==> src/common/isaPkg.sv <==
`default_nettype none

package isaPkg;

	// Register file addressing
	localparam int RegIdxW = 5;

	typedef logic [RegIdxW-1:0] regIdxT;

	// HI/LO write target of a mult, div or mthi/mtlo
	typedef enum logic [1:0] {
		HiloWrLo   = 2'b00,
		HiloWrHi   = 2'b01,
		HiloWrBoth = 2'b10 // Multiply and divide write both
	} hiloWrSelT;

	// Read select of mfhi/mflo
	localparam logic hiloRdHi = 1'b1; // Zero reads LO

endpackage

`default_nettype wire

==> src/common/hazardPkg.sv <==
`default_nettype none

package hazardPkg;

	localparam int TagW = 8;

	// Decoded instruction as it leaves ID
	typedef struct packed {
		isaPkg::regIdxT rs;
		isaPkg::regIdxT rt;
		isaPkg::regIdxT rd;
		logic regWrite;
		logic lateResult; // Load or CP0 read, value after MEM
		logic branch;
		logic hiloRead;
		logic hiloRdSel;
		logic hiloWrite;
		isaPkg::hiloWrSelT hiloWrSel;
		logic [TagW-1:0] tag;
	} decInstT;

	// One shadow stage register
	typedef struct packed {
		logic valid;
		decInstT inst;
	} stageT;

	// EX operand mux select
	typedef enum logic [1:0] {
		FwdNone = 2'b00,
		FwdMem  = 2'b01,
		FwdWb   = 2'b10
	} fwdSelT;

	// HI/LO mux select, in priority order
	typedef enum logic [2:0] {
		HiloNone   = 3'b000,
		HiloMemHi  = 3'b001,
		HiloMemLo  = 3'b010,
		HiloMemOne = 3'b011,
		HiloWbHi   = 3'b100,
		HiloWbLo   = 3'b101,
		HiloWbOne  = 3'b110
	} hiloSelT;

	typedef struct packed {
		fwdSelT exSel;
		logic brFwd;
		logic exDepLate;
		logic exDepAlu;
		logic memDepLate;
	} opFwdT;

	// Record handed out on the issue port
	typedef struct packed {
		logic [TagW-1:0] tag;
		fwdSelT rsSel;
		fwdSelT rtSel;
		logic brRsFwd;
		logic brRtFwd;
		hiloSelT hiloSel;
	} issueT;

endpackage

`default_nettype wire

==> src/design/stageTrack.sv <==
`timescale 1ns/10ps
`default_nettype none

module stageTrack #(
	parameter int NumSrc = 2
) (
	input  logic clk,
	input  logic arstN,
	input  logic inValid,
	input  hazardPkg::decInstT inInst,
	output logic inReady,
	input  logic hold,
	input  logic brRsFwd,
	input  logic brRtFwd,
	input  logic issueReady,
	output hazardPkg::stageT exEntry,
	output hazardPkg::stageT memEntry,
	output hazardPkg::stageT wbEntry,
	output logic [1:0] exBr,
	output isaPkg::regIdxT exSrc [NumSrc],
	output isaPkg::regIdxT idSrc [NumSrc],
	output logic idBranch
);

	logic advance;
	logic exValid;
	logic memValid;
	logic wbValid;
	hazardPkg::decInstT exInst;
	hazardPkg::decInstT memInst;
	hazardPkg::decInstT wbInst;

	// Source operand idx of an instruction, rs first
	function automatic isaPkg::regIdxT srcOf(hazardPkg::decInstT inst, int idx);
		isaPkg::regIdxT src;
		src = (idx == 0) ? inst.rs : inst.rt;
		return src;
	endfunction

	// All stages step together, EX only blocks when it cannot issue
	assign advance = issueReady || !exValid;
	assign inReady = advance && !hold; // ID held while a bubble goes in

	always_ff @(posedge clk or negedge arstN) begin
		if (!arstN) begin
			exValid <= 1'b0;
			memValid <= 1'b0;
			wbValid <= 1'b0;
		end else if (advance) begin
			exValid <= inValid && !hold; // Zero here is the bubble
			memValid <= exValid;
			wbValid <= memValid;
		end
	end

	always_ff @(posedge clk) begin
		if (advance) begin
			exInst <= inInst;
			memInst <= exInst;
			wbInst <= memInst;
			exBr <= {brRtFwd, brRsFwd}; // Branch selects travel with EX
		end
	end

	assign exEntry.valid = exValid;
	assign exEntry.inst = exInst;
	assign memEntry.valid = memValid;
	assign memEntry.inst = memInst;
	assign wbEntry.valid = wbValid;
	assign wbEntry.inst = wbInst;

	// Operand indices for the per-source forwarding units
	for (genvar i = 0; i < NumSrc; i++) begin : gSrc
		assign exSrc[i] = srcOf(exInst, i);
		assign idSrc[i] = srcOf(inInst, i);
	end

	assign idBranch = inInst.branch;

endmodule

`default_nettype wire

==> src/operandForward/operandForward.sv <==
`timescale 1ns/10ps
`default_nettype none

module operandForward (
	input  isaPkg::regIdxT exSrc,
	input  isaPkg::regIdxT idSrc,
	input  logic idBranch,
	input  hazardPkg::stageT exEntry,
	input  hazardPkg::stageT memEntry,
	input  hazardPkg::stageT wbEntry,
	output hazardPkg::opFwdT opFwd
);

	logic memWritesRd;
	logic wbWritesRd;
	logic memHitEx;
	logic wbHitEx;
	logic memHitId;

	// Producers that really write a nonzero register
	assign memWritesRd = memEntry.valid && memEntry.inst.regWrite &&
		(memEntry.inst.rd != '0);
	assign wbWritesRd = wbEntry.valid && wbEntry.inst.regWrite &&
		(wbEntry.inst.rd != '0);

	assign memHitEx = memWritesRd && (memEntry.inst.rd == exSrc);
	assign wbHitEx = wbWritesRd && (wbEntry.inst.rd == exSrc);
	assign memHitId = memWritesRd && (memEntry.inst.rd == idSrc);

	// Youngest result wins
	assign opFwd.exSel = memHitEx ? hazardPkg::FwdMem :
		(wbHitEx ? hazardPkg::FwdWb : hazardPkg::FwdNone);

	// Early compare in ID can only take the MEM result
	assign opFwd.brFwd = idBranch && memHitId;

	// Stall terms use rt as the destination and include r0
	assign opFwd.exDepLate = exEntry.valid && exEntry.inst.lateResult &&
		(exEntry.inst.rt == idSrc);
	assign opFwd.exDepAlu = exEntry.valid && exEntry.inst.regWrite &&
		(exEntry.inst.rt == idSrc);
	assign opFwd.memDepLate = memEntry.valid && memEntry.inst.lateResult &&
		(memEntry.inst.rt == idSrc);

endmodule

`default_nettype wire

==> src/design/hiloForward.sv <==
`timescale 1ns/10ps
`default_nettype none

module hiloForward (
	input  hazardPkg::stageT exEntry,
	input  hazardPkg::stageT memEntry,
	input  hazardPkg::stageT wbEntry,
	output hazardPkg::hiloSelT hiloSel
);

	logic exReads;
	logic rdHi;
	logic memWr;
	logic wbWr;
	logic memBoth;
	logic wbBoth;
	logic memOne;
	logic wbOne;

	assign exReads = exEntry.valid && exEntry.inst.hiloRead;
	assign rdHi = (exEntry.inst.hiloRdSel == isaPkg::hiloRdHi);

	assign memWr = memEntry.valid && memEntry.inst.hiloWrite;
	assign wbWr = wbEntry.valid && wbEntry.inst.hiloWrite;

	assign memBoth = memWr && (memEntry.inst.hiloWrSel == isaPkg::HiloWrBoth);
	assign wbBoth = wbWr && (wbEntry.inst.hiloWrSel == isaPkg::HiloWrBoth);

	// Single HI or LO write matching the read side
	assign memOne = memWr && (memEntry.inst.hiloWrSel != isaPkg::HiloWrBoth) &&
		(memEntry.inst.hiloWrSel[0] == exEntry.inst.hiloRdSel);
	assign wbOne = wbWr && (wbEntry.inst.hiloWrSel != isaPkg::HiloWrBoth) &&
		(wbEntry.inst.hiloWrSel[0] == exEntry.inst.hiloRdSel);

	always_comb begin
		hiloSel = hazardPkg::HiloNone;
		if (exReads) begin
			if (memBoth && rdHi) hiloSel = hazardPkg::HiloMemHi;
			else if (memBoth) hiloSel = hazardPkg::HiloMemLo;
			else if (memOne) hiloSel = hazardPkg::HiloMemOne;
			else if (wbBoth && rdHi) hiloSel = hazardPkg::HiloWbHi;
			else if (wbBoth) hiloSel = hazardPkg::HiloWbLo;
			else if (wbOne) hiloSel = hazardPkg::HiloWbOne;
		end
	end

endmodule

`default_nettype wire

==> src/design/stallDetect.sv <==
`timescale 1ns/10ps
`default_nettype none

module stallDetect #(
	parameter int NumSrc = 2
) (
	input  hazardPkg::opFwdT opFwd [NumSrc],
	input  logic idValid,
	input  logic idBranch,
	output logic hold,
	output logic brRsFwd,
	output logic brRtFwd
);

	logic [NumSrc-1:0] srcHazard;

	// Per operand, any of the three stall cases
	always_comb begin
		for (int i = 0; i < NumSrc; i++) begin
			srcHazard[i] = opFwd[i].exDepLate ||
				(idBranch && opFwd[i].memDepLate) || // Load result too late for compare
				(idBranch && opFwd[i].exDepAlu);     // ALU result not yet in MEM
		end
	end

	assign hold = idValid && (|srcHazard);

	// Early compare muxes, rs then rt
	assign brRsFwd = opFwd[0].brFwd;
	assign brRtFwd = opFwd[1].brFwd;

endmodule

`default_nettype wire

==> src/design/hazardTop.sv <==
`timescale 1ns/10ps
`default_nettype none

module hazardTop #(
	parameter int NumSrc = 2
) (
	input  logic clk,
	input  logic arstN,
	input  logic inValid,
	input  hazardPkg::decInstT inInst,
	output logic inReady,
	output logic issueValid,
	output hazardPkg::issueT issue,
	input  logic issueReady
);

	hazardPkg::stageT exEntry;
	hazardPkg::stageT memEntry;
	hazardPkg::stageT wbEntry;
	hazardPkg::opFwdT opFwd [NumSrc];
	hazardPkg::hiloSelT hiloSel;
	isaPkg::regIdxT exSrc [NumSrc];
	isaPkg::regIdxT idSrc [NumSrc];
	logic idBranch;
	logic hold;
	logic brRsFwd;
	logic brRtFwd;
	logic [1:0] exBr;

	stageTrack #(.NumSrc(NumSrc)) stageTrack0 (
		.clk(clk),
		.arstN(arstN),
		.inValid(inValid),
		.inInst(inInst),
		.inReady(inReady),
		.hold(hold),
		.brRsFwd(brRsFwd),
		.brRtFwd(brRtFwd),
		.issueReady(issueReady),
		.exEntry(exEntry),
		.memEntry(memEntry),
		.wbEntry(wbEntry),
		.exBr(exBr),
		.exSrc(exSrc),
		.idSrc(idSrc),
		.idBranch(idBranch)
	);

	// One forwarding unit per source operand
	for (genvar i = 0; i < NumSrc; i++) begin : gFwd
		operandForward operandForward0 (
			.exSrc(exSrc[i]),
			.idSrc(idSrc[i]),
			.idBranch(idBranch),
			.exEntry(exEntry),
			.memEntry(memEntry),
			.wbEntry(wbEntry),
			.opFwd(opFwd[i])
		);
	end

	stallDetect #(.NumSrc(NumSrc)) stallDetect0 (
		.opFwd(opFwd),
		.idValid(inValid),
		.idBranch(idBranch),
		.hold(hold),
		.brRsFwd(brRsFwd),
		.brRtFwd(brRtFwd)
	);

	hiloForward hiloForward0 (
		.exEntry(exEntry),
		.memEntry(memEntry),
		.wbEntry(wbEntry),
		.hiloSel(hiloSel)
	);

	assign issueValid = exEntry.valid; // Bubbles never issue
	assign issue.tag = exEntry.inst.tag;
	assign issue.rsSel = opFwd[0].exSel;
	assign issue.rtSel = opFwd[1].exSel;
	assign issue.brRsFwd = exBr[0]; // Captured while in ID
	assign issue.brRtFwd = exBr[1];
	assign issue.hiloSel = hiloSel;

endmodule

`default_nettype wire

==> config.mk <==
export PLATFORM = sky130hd
export DESIGN_NAME = hazardTop
export DESIGN_NICKNAME = d
export VERILOG_FILES = /design/src/common/isaPkg.sv /design/src/common/hazardPkg.sv /design/src/design/stageTrack.sv /design/src/operandForward/operandForward.sv /design/src/design/hiloForward.sv /design/src/design/stallDetect.sv /design/src/design/hazardTop.sv
export SDC_FILE = /design/constraint.sdc
export NUM_CORES = 1
export LEC_CHECK = 0
export ABC_CLOCK_PERIOD_IN_PS = 6100
export BUFFER_PORTS_ARGS = -buffer_cell sky130_fd_sc_hd__buf_2
export CAP_MARGIN = 20
export CORE_MARGIN = 5
export CORE_UTILIZATION = 30
export CTS_BUF_LIST = sky130_fd_sc_hd__clkbuf_8
export DETAILED_ROUTE_END_ITERATION = 10
export SETUP_SLACK_MARGIN = 0.02
export SYNTH_ARGS = -nofsm -noshare
export SYNTH_HDL_FRONTEND = slang
export SYNTH_SLANG_ARGS = --single-unit
==> constraint.sdc <==
create_clock -name clk -period 6.1 [get_ports clk]
set_input_delay 0.305 -clock clk [delete_from_list [all_inputs] [get_ports clk]]
set_output_delay 0.305 -clock clk [all_outputs]
set_load 0.005 [all_outputs]
==> results.yml, run 1 <==
run_status:
  outcome: "complete, no violations"
die:
  start_util_pct: 30.72
  dieArea_sq_mm: 0.01087
  dieWidth_um: 104.3
  core_area_sq_mm: 0.008678
  boundaryPins: 54
  rows: 34
  die_h_um: 104.3
route:
  initialDrtViolationCount: 70
  num_vias: 1541
  wirelength_mm: 5.270
  drc_errors: 0
  dr.pass1.iters: 4
  drtAntennaViolNets: 0
  detail_route.wl_per_cell_um: 15.14
  viasPerCell: 4.428
clock_network:
  clock_latency_ns: 0.33
  cts-root-buf: "clkbuf_8"
  cts_tree: "yes"
  cts.sinks: 59
  htree_levels: 3
  numCtsBuffers: 9
  cts_buffer_depth: 2
  clkTransAtPathRegs_ns: 0.07
global_route:
  antenna_found_initial: 0
  grt.total_usage_pct: 9.973
  grt_pass1_wl_mm: 8.349
  grt_overflow: 0
  grt_max_degree: 55
  grt_pass1_vias: 1636
run:
  cap_violations: 0
worst_setup_path:
  crit_path_cell_trace: "or4_4 -> o211ai_2 -> nor4_2 -> nor4_2 -> buf_2"
  worstSetupEndpointType: "output pin"
  crit_type: "register to output pin"
  crit_slowest_cell: "or4_4"
  critPathLaunchType: "register"
  path_common_cell: "nor4_2"
  cp.required_ns: 5.79
  slowest_delay_ns: 0.57
  path_max_fanout: 6
  crit_arrival_ns: 2.12
synthesis:
  synth.net_count: 219
  avgSynthCellArea_sq_um: 14.49
  syn_area_sq_mm: 0.002666
  synth_edf_count: 56
  seq_area_frac_synth_pct: 65.88
  synth.top_cells.by_area: "edfxtp_1 63%, xor2_1 9.2%, xnor2_1 7.2%"
  synth_top_family_by_area: "XOR/XNOR gates"
  synth_most_common_cell: "edfxtp_1"
  ys_types: 32
  synthAdderAreaFrac_pct: 0
  synth.top_cell.area_share_pct: 63.07
  synthMuxAreaShare_pct: 0.4223
  async_flop_share_pct: 5.085
  synth_compound_area_share_pct: 4.364
  ys_ff_latch: 59
  syn_inst: 184
  ys.flop_type: "edfxtp_1"
  yosys_warnings: 0
  synthXorXnorAreaFrac_pct: 16.42
  yosys.area_share.simple_pct: 8.212
  synth_commonest_cells: "56 x edfxtp_1, 28 x xor2_1, 22 x xnor2_1"
  yosys.area.top_type: "edfxtp_1"
sta:
  grt_setup_unrepaired: "false"
  worst_pin_slew_ns: 0.6798
  period_needed_ns: 2.421
  setup_slack_ns: 3.679
  max_freq_mhz: 413.1
  period_share_pct: 39.68
  drv_slew: 0
  setup_tns_ns: 0
  hold_violations: 0
  hold_ws_ns: 0.1466
  finalSetupViolations: 0
  relSlewSlack_pct: 54.68
  fin_skew_ns: 0.005646
power_and_ir_drop:
  p_leak_nw: 1.205
  vdd.ir_drop.worst_mv: 0.1236
  power.density_mw_per_mm2: 303.6
  power_w: 0.0009619
cells_and_area:
  area_growth_pct: 18.82
  fin_util_pct: 36.51
  fin_nets: 270
  antennaDiodeCount: 0
  nFillCells: 871
  drive_gt1_share_pct: 31.25
placement:
  post-place-ws_ns: 4.003
  hpwl_mm: 3.942
  portBuffers: 53
  place_congestion: 0.8385
hold_path:
  hp-class: "input pin to register"
[metal layers]
metal	wire (um)	share of wire (%)	global-route usage, %	vias to the layer above
met5	0	0	0	-
met4	152	2.9	6.290	0
met3	173	3.3	2.297	12
met2	2476	47	15.16	36
met1	2467	47	12.73	729
li1	-	-	-	764
[flip-flops by register name (all words and copies together), names as in the netlist]
signal                count
stageTrack0.memValid      1
stageTrack0.exBr          2
stageTrack0.wbEntry       9
stageTrack0.memEntry     15
stageTrack0.exValid       1
stageTrack0.exEntry      30
stageTrack0.wbValid       1
[worst paths after layout]
kind | slack [ns] | startpoint | depth (start not counted) | endpoint
max reg2reg | 4.35 | stageTrack0.memEntry[16] | 5 | stageTrack0.exBr[1]
min reg2reg | 0.42 | stageTrack0.exEntry[17] | 0 | stageTrack0.memEntry[17]
min | 0.15 | inInst[2] | 1 | stageTrack0.exEntry[2]
min in group asynchronous | 0.31 | arstN | 2 | stageTrack0.memValid
max | 3.68 | stageTrack0.memEntry[16] | 5 | issue[8]
max in group asynchronous | 5.68 | arstN | 2 | stageTrack0.wbValid
[kinds of logic (layout without fill, tap and decap cells)]
logic type                after synthesis  in the layout
DFF                                    59             59
xor gates and xnor gates               50             50
and+or+nand+nor                        38             38
buffers and inverters                  19             75
AOI/OAI and AO/OA                      17             17
muxes                                   1              1
[metrics by stage]
step / cell area [sq um] / std cells
floorplan: 2666 / 184
global placement: 2964 / 331
detailed placement: 2964 / 331
CTS: 3168 / 348
global route: 3168 / 348
finish: 3168 / 348
[cell type report]
cell class | count | area (sq um) | area share [%]
multi-input cells | 106 | 784.5 | 24.76
repair buffers | 55 | 282.8 | 8.926
well taps | 108 | 135.1 | 4.265
clock buffers | 10 | 137.6 | 4.344
clock inverters | 6 | 56.30 | 1.777
inverters | 4 | 15.01 | 0.4739
flip-flops and latches | 59 | 1757 | 55.45
[layout by cell type (no fill, tap or decap)]
cell	count
nand2_1	7
a32oi_1	1
buf_2	53
a311oi_1	1
and2_1	1
nand4_1	1
xor2_1	28
or4_1	2
dfrtp_1	3
nor4_2	2
mux2_2	1
o21ai_0	3
a21oi_1	5
clkinv_2	3
buf_4	1
o21a_1	1
or3_1	2
nor3_1	6
or4_4	1
o211ai_1	2
clkinvlp_4	1
nor2_1	2
inv_1	4
xnor2_1	22
clkbuf_8	10
nor4_1	4
dlygate4sd3_1	1
nand3_1	8
bufinv_16	1
nand3b_1	1
edfxtp_1	56
a21o_1	2
inv_2	1
nor2b_1	1
o211ai_2	1
a221oi_1	1
[power breakdown]
group / switching (W) / total, W / internal, W
Combinational: 0.0000506 / 0.0000992 / 0.0000486
Clock: 0.000147 / 0.000343 / 0.000196
Sequential: 0.0000323 / 0.000520 / 0.000487
[worst max-delay path, delay by kind of cell (launching register included)]
kind / cells / cell delay [ns]
simple gates: 3 / 0.91
compound gates: 1 / 0.21
buf+inv: 1 / 0.15
flops: 1 / 0.51
[what timing repair did]
action | in CTS | in global routing
gates resized for setup | 0 | 0
setup endpoints to repair | 0 | 0
buffers inserted | 0 | 0
hold endpoints to repair | 3 | 0
hold buffers | 1 | 0
Note: power is estimated with default switching activity, not from simulation.
==> inputs of run 2 (changes only) <==
ABC_AREA = 1   (was default)
ABC_CLOCK_PERIOD_IN_PS = 2500   (was 6100)
clock period = 2.5 ns   (was 6.1 ns; I/O delays follow)
==> run 2 against run 1 <==
Hold slack got worse by 0.11 ns. Via count increased by 22%. Global-route usage grew 0.64 points. Clock skew is 0.0031 ns higher. Sequential share of layout area shrank 5.9 points. Sequential cell count unchanged. Sequential power grew 140%. Total power grew to 2.6 times the previous value. Synthesized cell count grew 39%. Wire length is 5.0% higher. Critical path type unchanged. Critical endpoint unchanged.
==> results.yml, run 2 <==
cells_and_area:
  mostFrequentLayoutCell: "nand2_1"
  area_growth_pct: 26.39
  antennaDiodeCount: 0
  drive_gt1_share_pct: 23.87
  nFillCells: 902
  largest_reg_flops: 30
  fin_nets: 361
  mostFrequentLayoutCells: "65 x nand2_1, 56 x edfxtp_1, 53 x buf_2"
placement:
  hpwl_mm: 4.193
  place_congestion: 0.8069
  post-place-ws_ns: 0.9077
  portBuffers: 53
sta:
  grt_setup_unrepaired: "false"
  period_share_pct: 73.01
  setup_slack_ns: 0.6748
  setup_tns_ns: 0
  drv_slew: 0
  period_needed_ns: 1.825
  max_freq_mhz: 547.9
  hold_violations: 0
  finalSetupViolations: 0
  relSlewSlack_pct: 65.39
  fin_skew_ns: 0.008698
  hold_ws_ns: 0.03801
  worst_pin_slew_ns: 0.5184
route:
  drtAntennaViolNets: 0
  initialDrtViolationCount: 110
  met3_length_um: 209
  dr.max_layer_used: "met4"
  wl_met1_mm: 2.375
  num_vias: 1879
  viasPerCell: 4.251
  detail_route.wl_per_cell_um: 12.51
  drc_errors: 0
  dr_wl_met2_mm: 2.834
  wirelength_mm: 5.531
  dr.pass1.iters: 4
worst_setup_path:
  crit_path_cell_trace: "xnor2_1 -> nand3_1 -> nor4_2 -> nor2_1 -> buf_2"
  critical_path_depth: 5
  crit_type: "register to output pin"
  r2r_cells: 4
  cp_top_family: "flip-flops"
  crit_arrival_ns: 1.70
  timing.critical_path.buf_inv: 1
  slowest_delay_ns: 0.52
  critPathLaunchType: "register"
  worstSetupEndpointType: "output pin"
  crit_slowest_cell: "edfxtp_1"
  r2r_start: "stageTrack0.exValid"
  cp.required_ns: 2.38
  path_max_fanout: 6
  startpoint: "stageTrack0.memEntry[20]"
synthesis:
  yosys_warnings: 0
  synth.net_count: 291
  yosys.area.top_type: "edfxtp_1"
  synth_edf_count: 56
  ys_ff_latch: 59
  ys_types: 21
  synth.top_cell.area_share_pct: 59.92
  syn_area_sq_mm: 0.002806
  synth_commonest_cells: "65 x nand2_1, 56 x edfxtp_1, 23 x inv_1"
  seq_area_frac_synth_pct: 62.59
  ys.flop_type: "edfxtp_1"
  synth_most_common_cell: "nand2_1"
  async_flop_share_pct: 5.085
  avgSynthCellArea_sq_um: 10.96
  synth.top_cells.by_area: "edfxtp_1 60%, nand2_1 8.7%, xnor2_1 6.6%"
  syn_inst: 256
run_status:
  outcome: "complete, no violations"
global_route:
  grt_overflow: 0
  grt_pass1_wl_mm: 9.246
  grt_max_degree: 35
  grt.total_usage_pct: 10.61
  grt_pass1_vias: 1958
  antenna_found_initial: 0
clock_network:
  htree_levels: 3
  cts-root-buf: "clkbuf_8"
  cts_tree: "yes"
  cts_resized: 0
  numCtsBuffers: 9
  clkTransAtPathRegs_ns: 0.07
  cts.sinks: 59
  cts_buffer_depth: 2
  clock_latency_ns: 0.34
power_and_ir_drop:
  power.density_mw_per_mm2: 710.9
  power_w: 0.002522
  vdd.ir_drop.worst_mv: 0.2918
  p_leak_nw: 1.526
hold_path:
  hp-class: "input pin to register"
  hold_start: "inInst[26]"
  holdPathStages: 1
die:
  rows: 35
  core_area_sq_mm: 0.009196
  start_util_pct: 30.52
  dieArea_sq_mm: 0.01139
  boundaryPins: 54
  dieWidth_um: 106.7
  die_h_um: 106.7
run:
  cap_violations: 0
run 2: area by class of cell:
class | instances | area [sq um] | share of cell area, %
multi-input cells | 155 | 832.0 | 23.46
inverters | 26 | 97.59 | 2.751
flip-flops and latches | 59 | 1757 | 49.52
clock buffers | 10 | 137.6 | 3.880
repair buffers | 75 | 495.5 | 13.97
well taps | 111 | 138.9 | 3.915
clock inverters | 6 | 88.84 | 2.504
run 2: worst paths after layout:
kind                                            endpoint  slack (ns)
worst max-delay path                            issue[8]        0.67
worst min-delay path             stageTrack0.exEntry[26]        0.04
worst max register to register   stageTrack0.wbEntry[18]        0.91
worst min register to register  stageTrack0.memEntry[10]        0.42
max in group asynchronous           stageTrack0.memValid        2.26
min in group asynchronous            stageTrack0.exValid        0.13
run 2: cell families after synthesis:
family	Yosys count	share of synthesized area, %
flip-flops	59	62.59
AND/OR/NAND/NOR	114	17.52
AO/OA/AOI/OAI	8	1.828
XOR/XNOR	33	10.30
buffers and inverters	42	7.757
run 2: where the power goes:
part	total (W)	switching, W	internal (W)
clock network	0.000954	0.000367	0.000587
registers	0.00126	0.0000742	0.00119
logic	0.000302	0.000157	0.000145
total	0.00252	0.000599	0.00192
run 2: repair_timing:
item	in CTS	in global routing
hold buffers	21	0
hold endpoints to repair	23	0
buffers inserted	0	0
run 2: per-layer routing:
metal / global-route usage (%) / up-vias
met1: 12.45 / 860
met5: 0 / -
met2: 17.72 / 38
li1: - / 973
met3: 2.769 / 8
met4: 5.753 / 0
run 2: per-stage QoR:
stage,instance area (sq um),util (%),instances
final,3547,38.57,442
after CTS,3547,38.57,442
after detailed placement,3110,33.82,405
after global routing,3547,38.57,442
after global placement,3110,33.82,405
after floorplan,2806,-,256
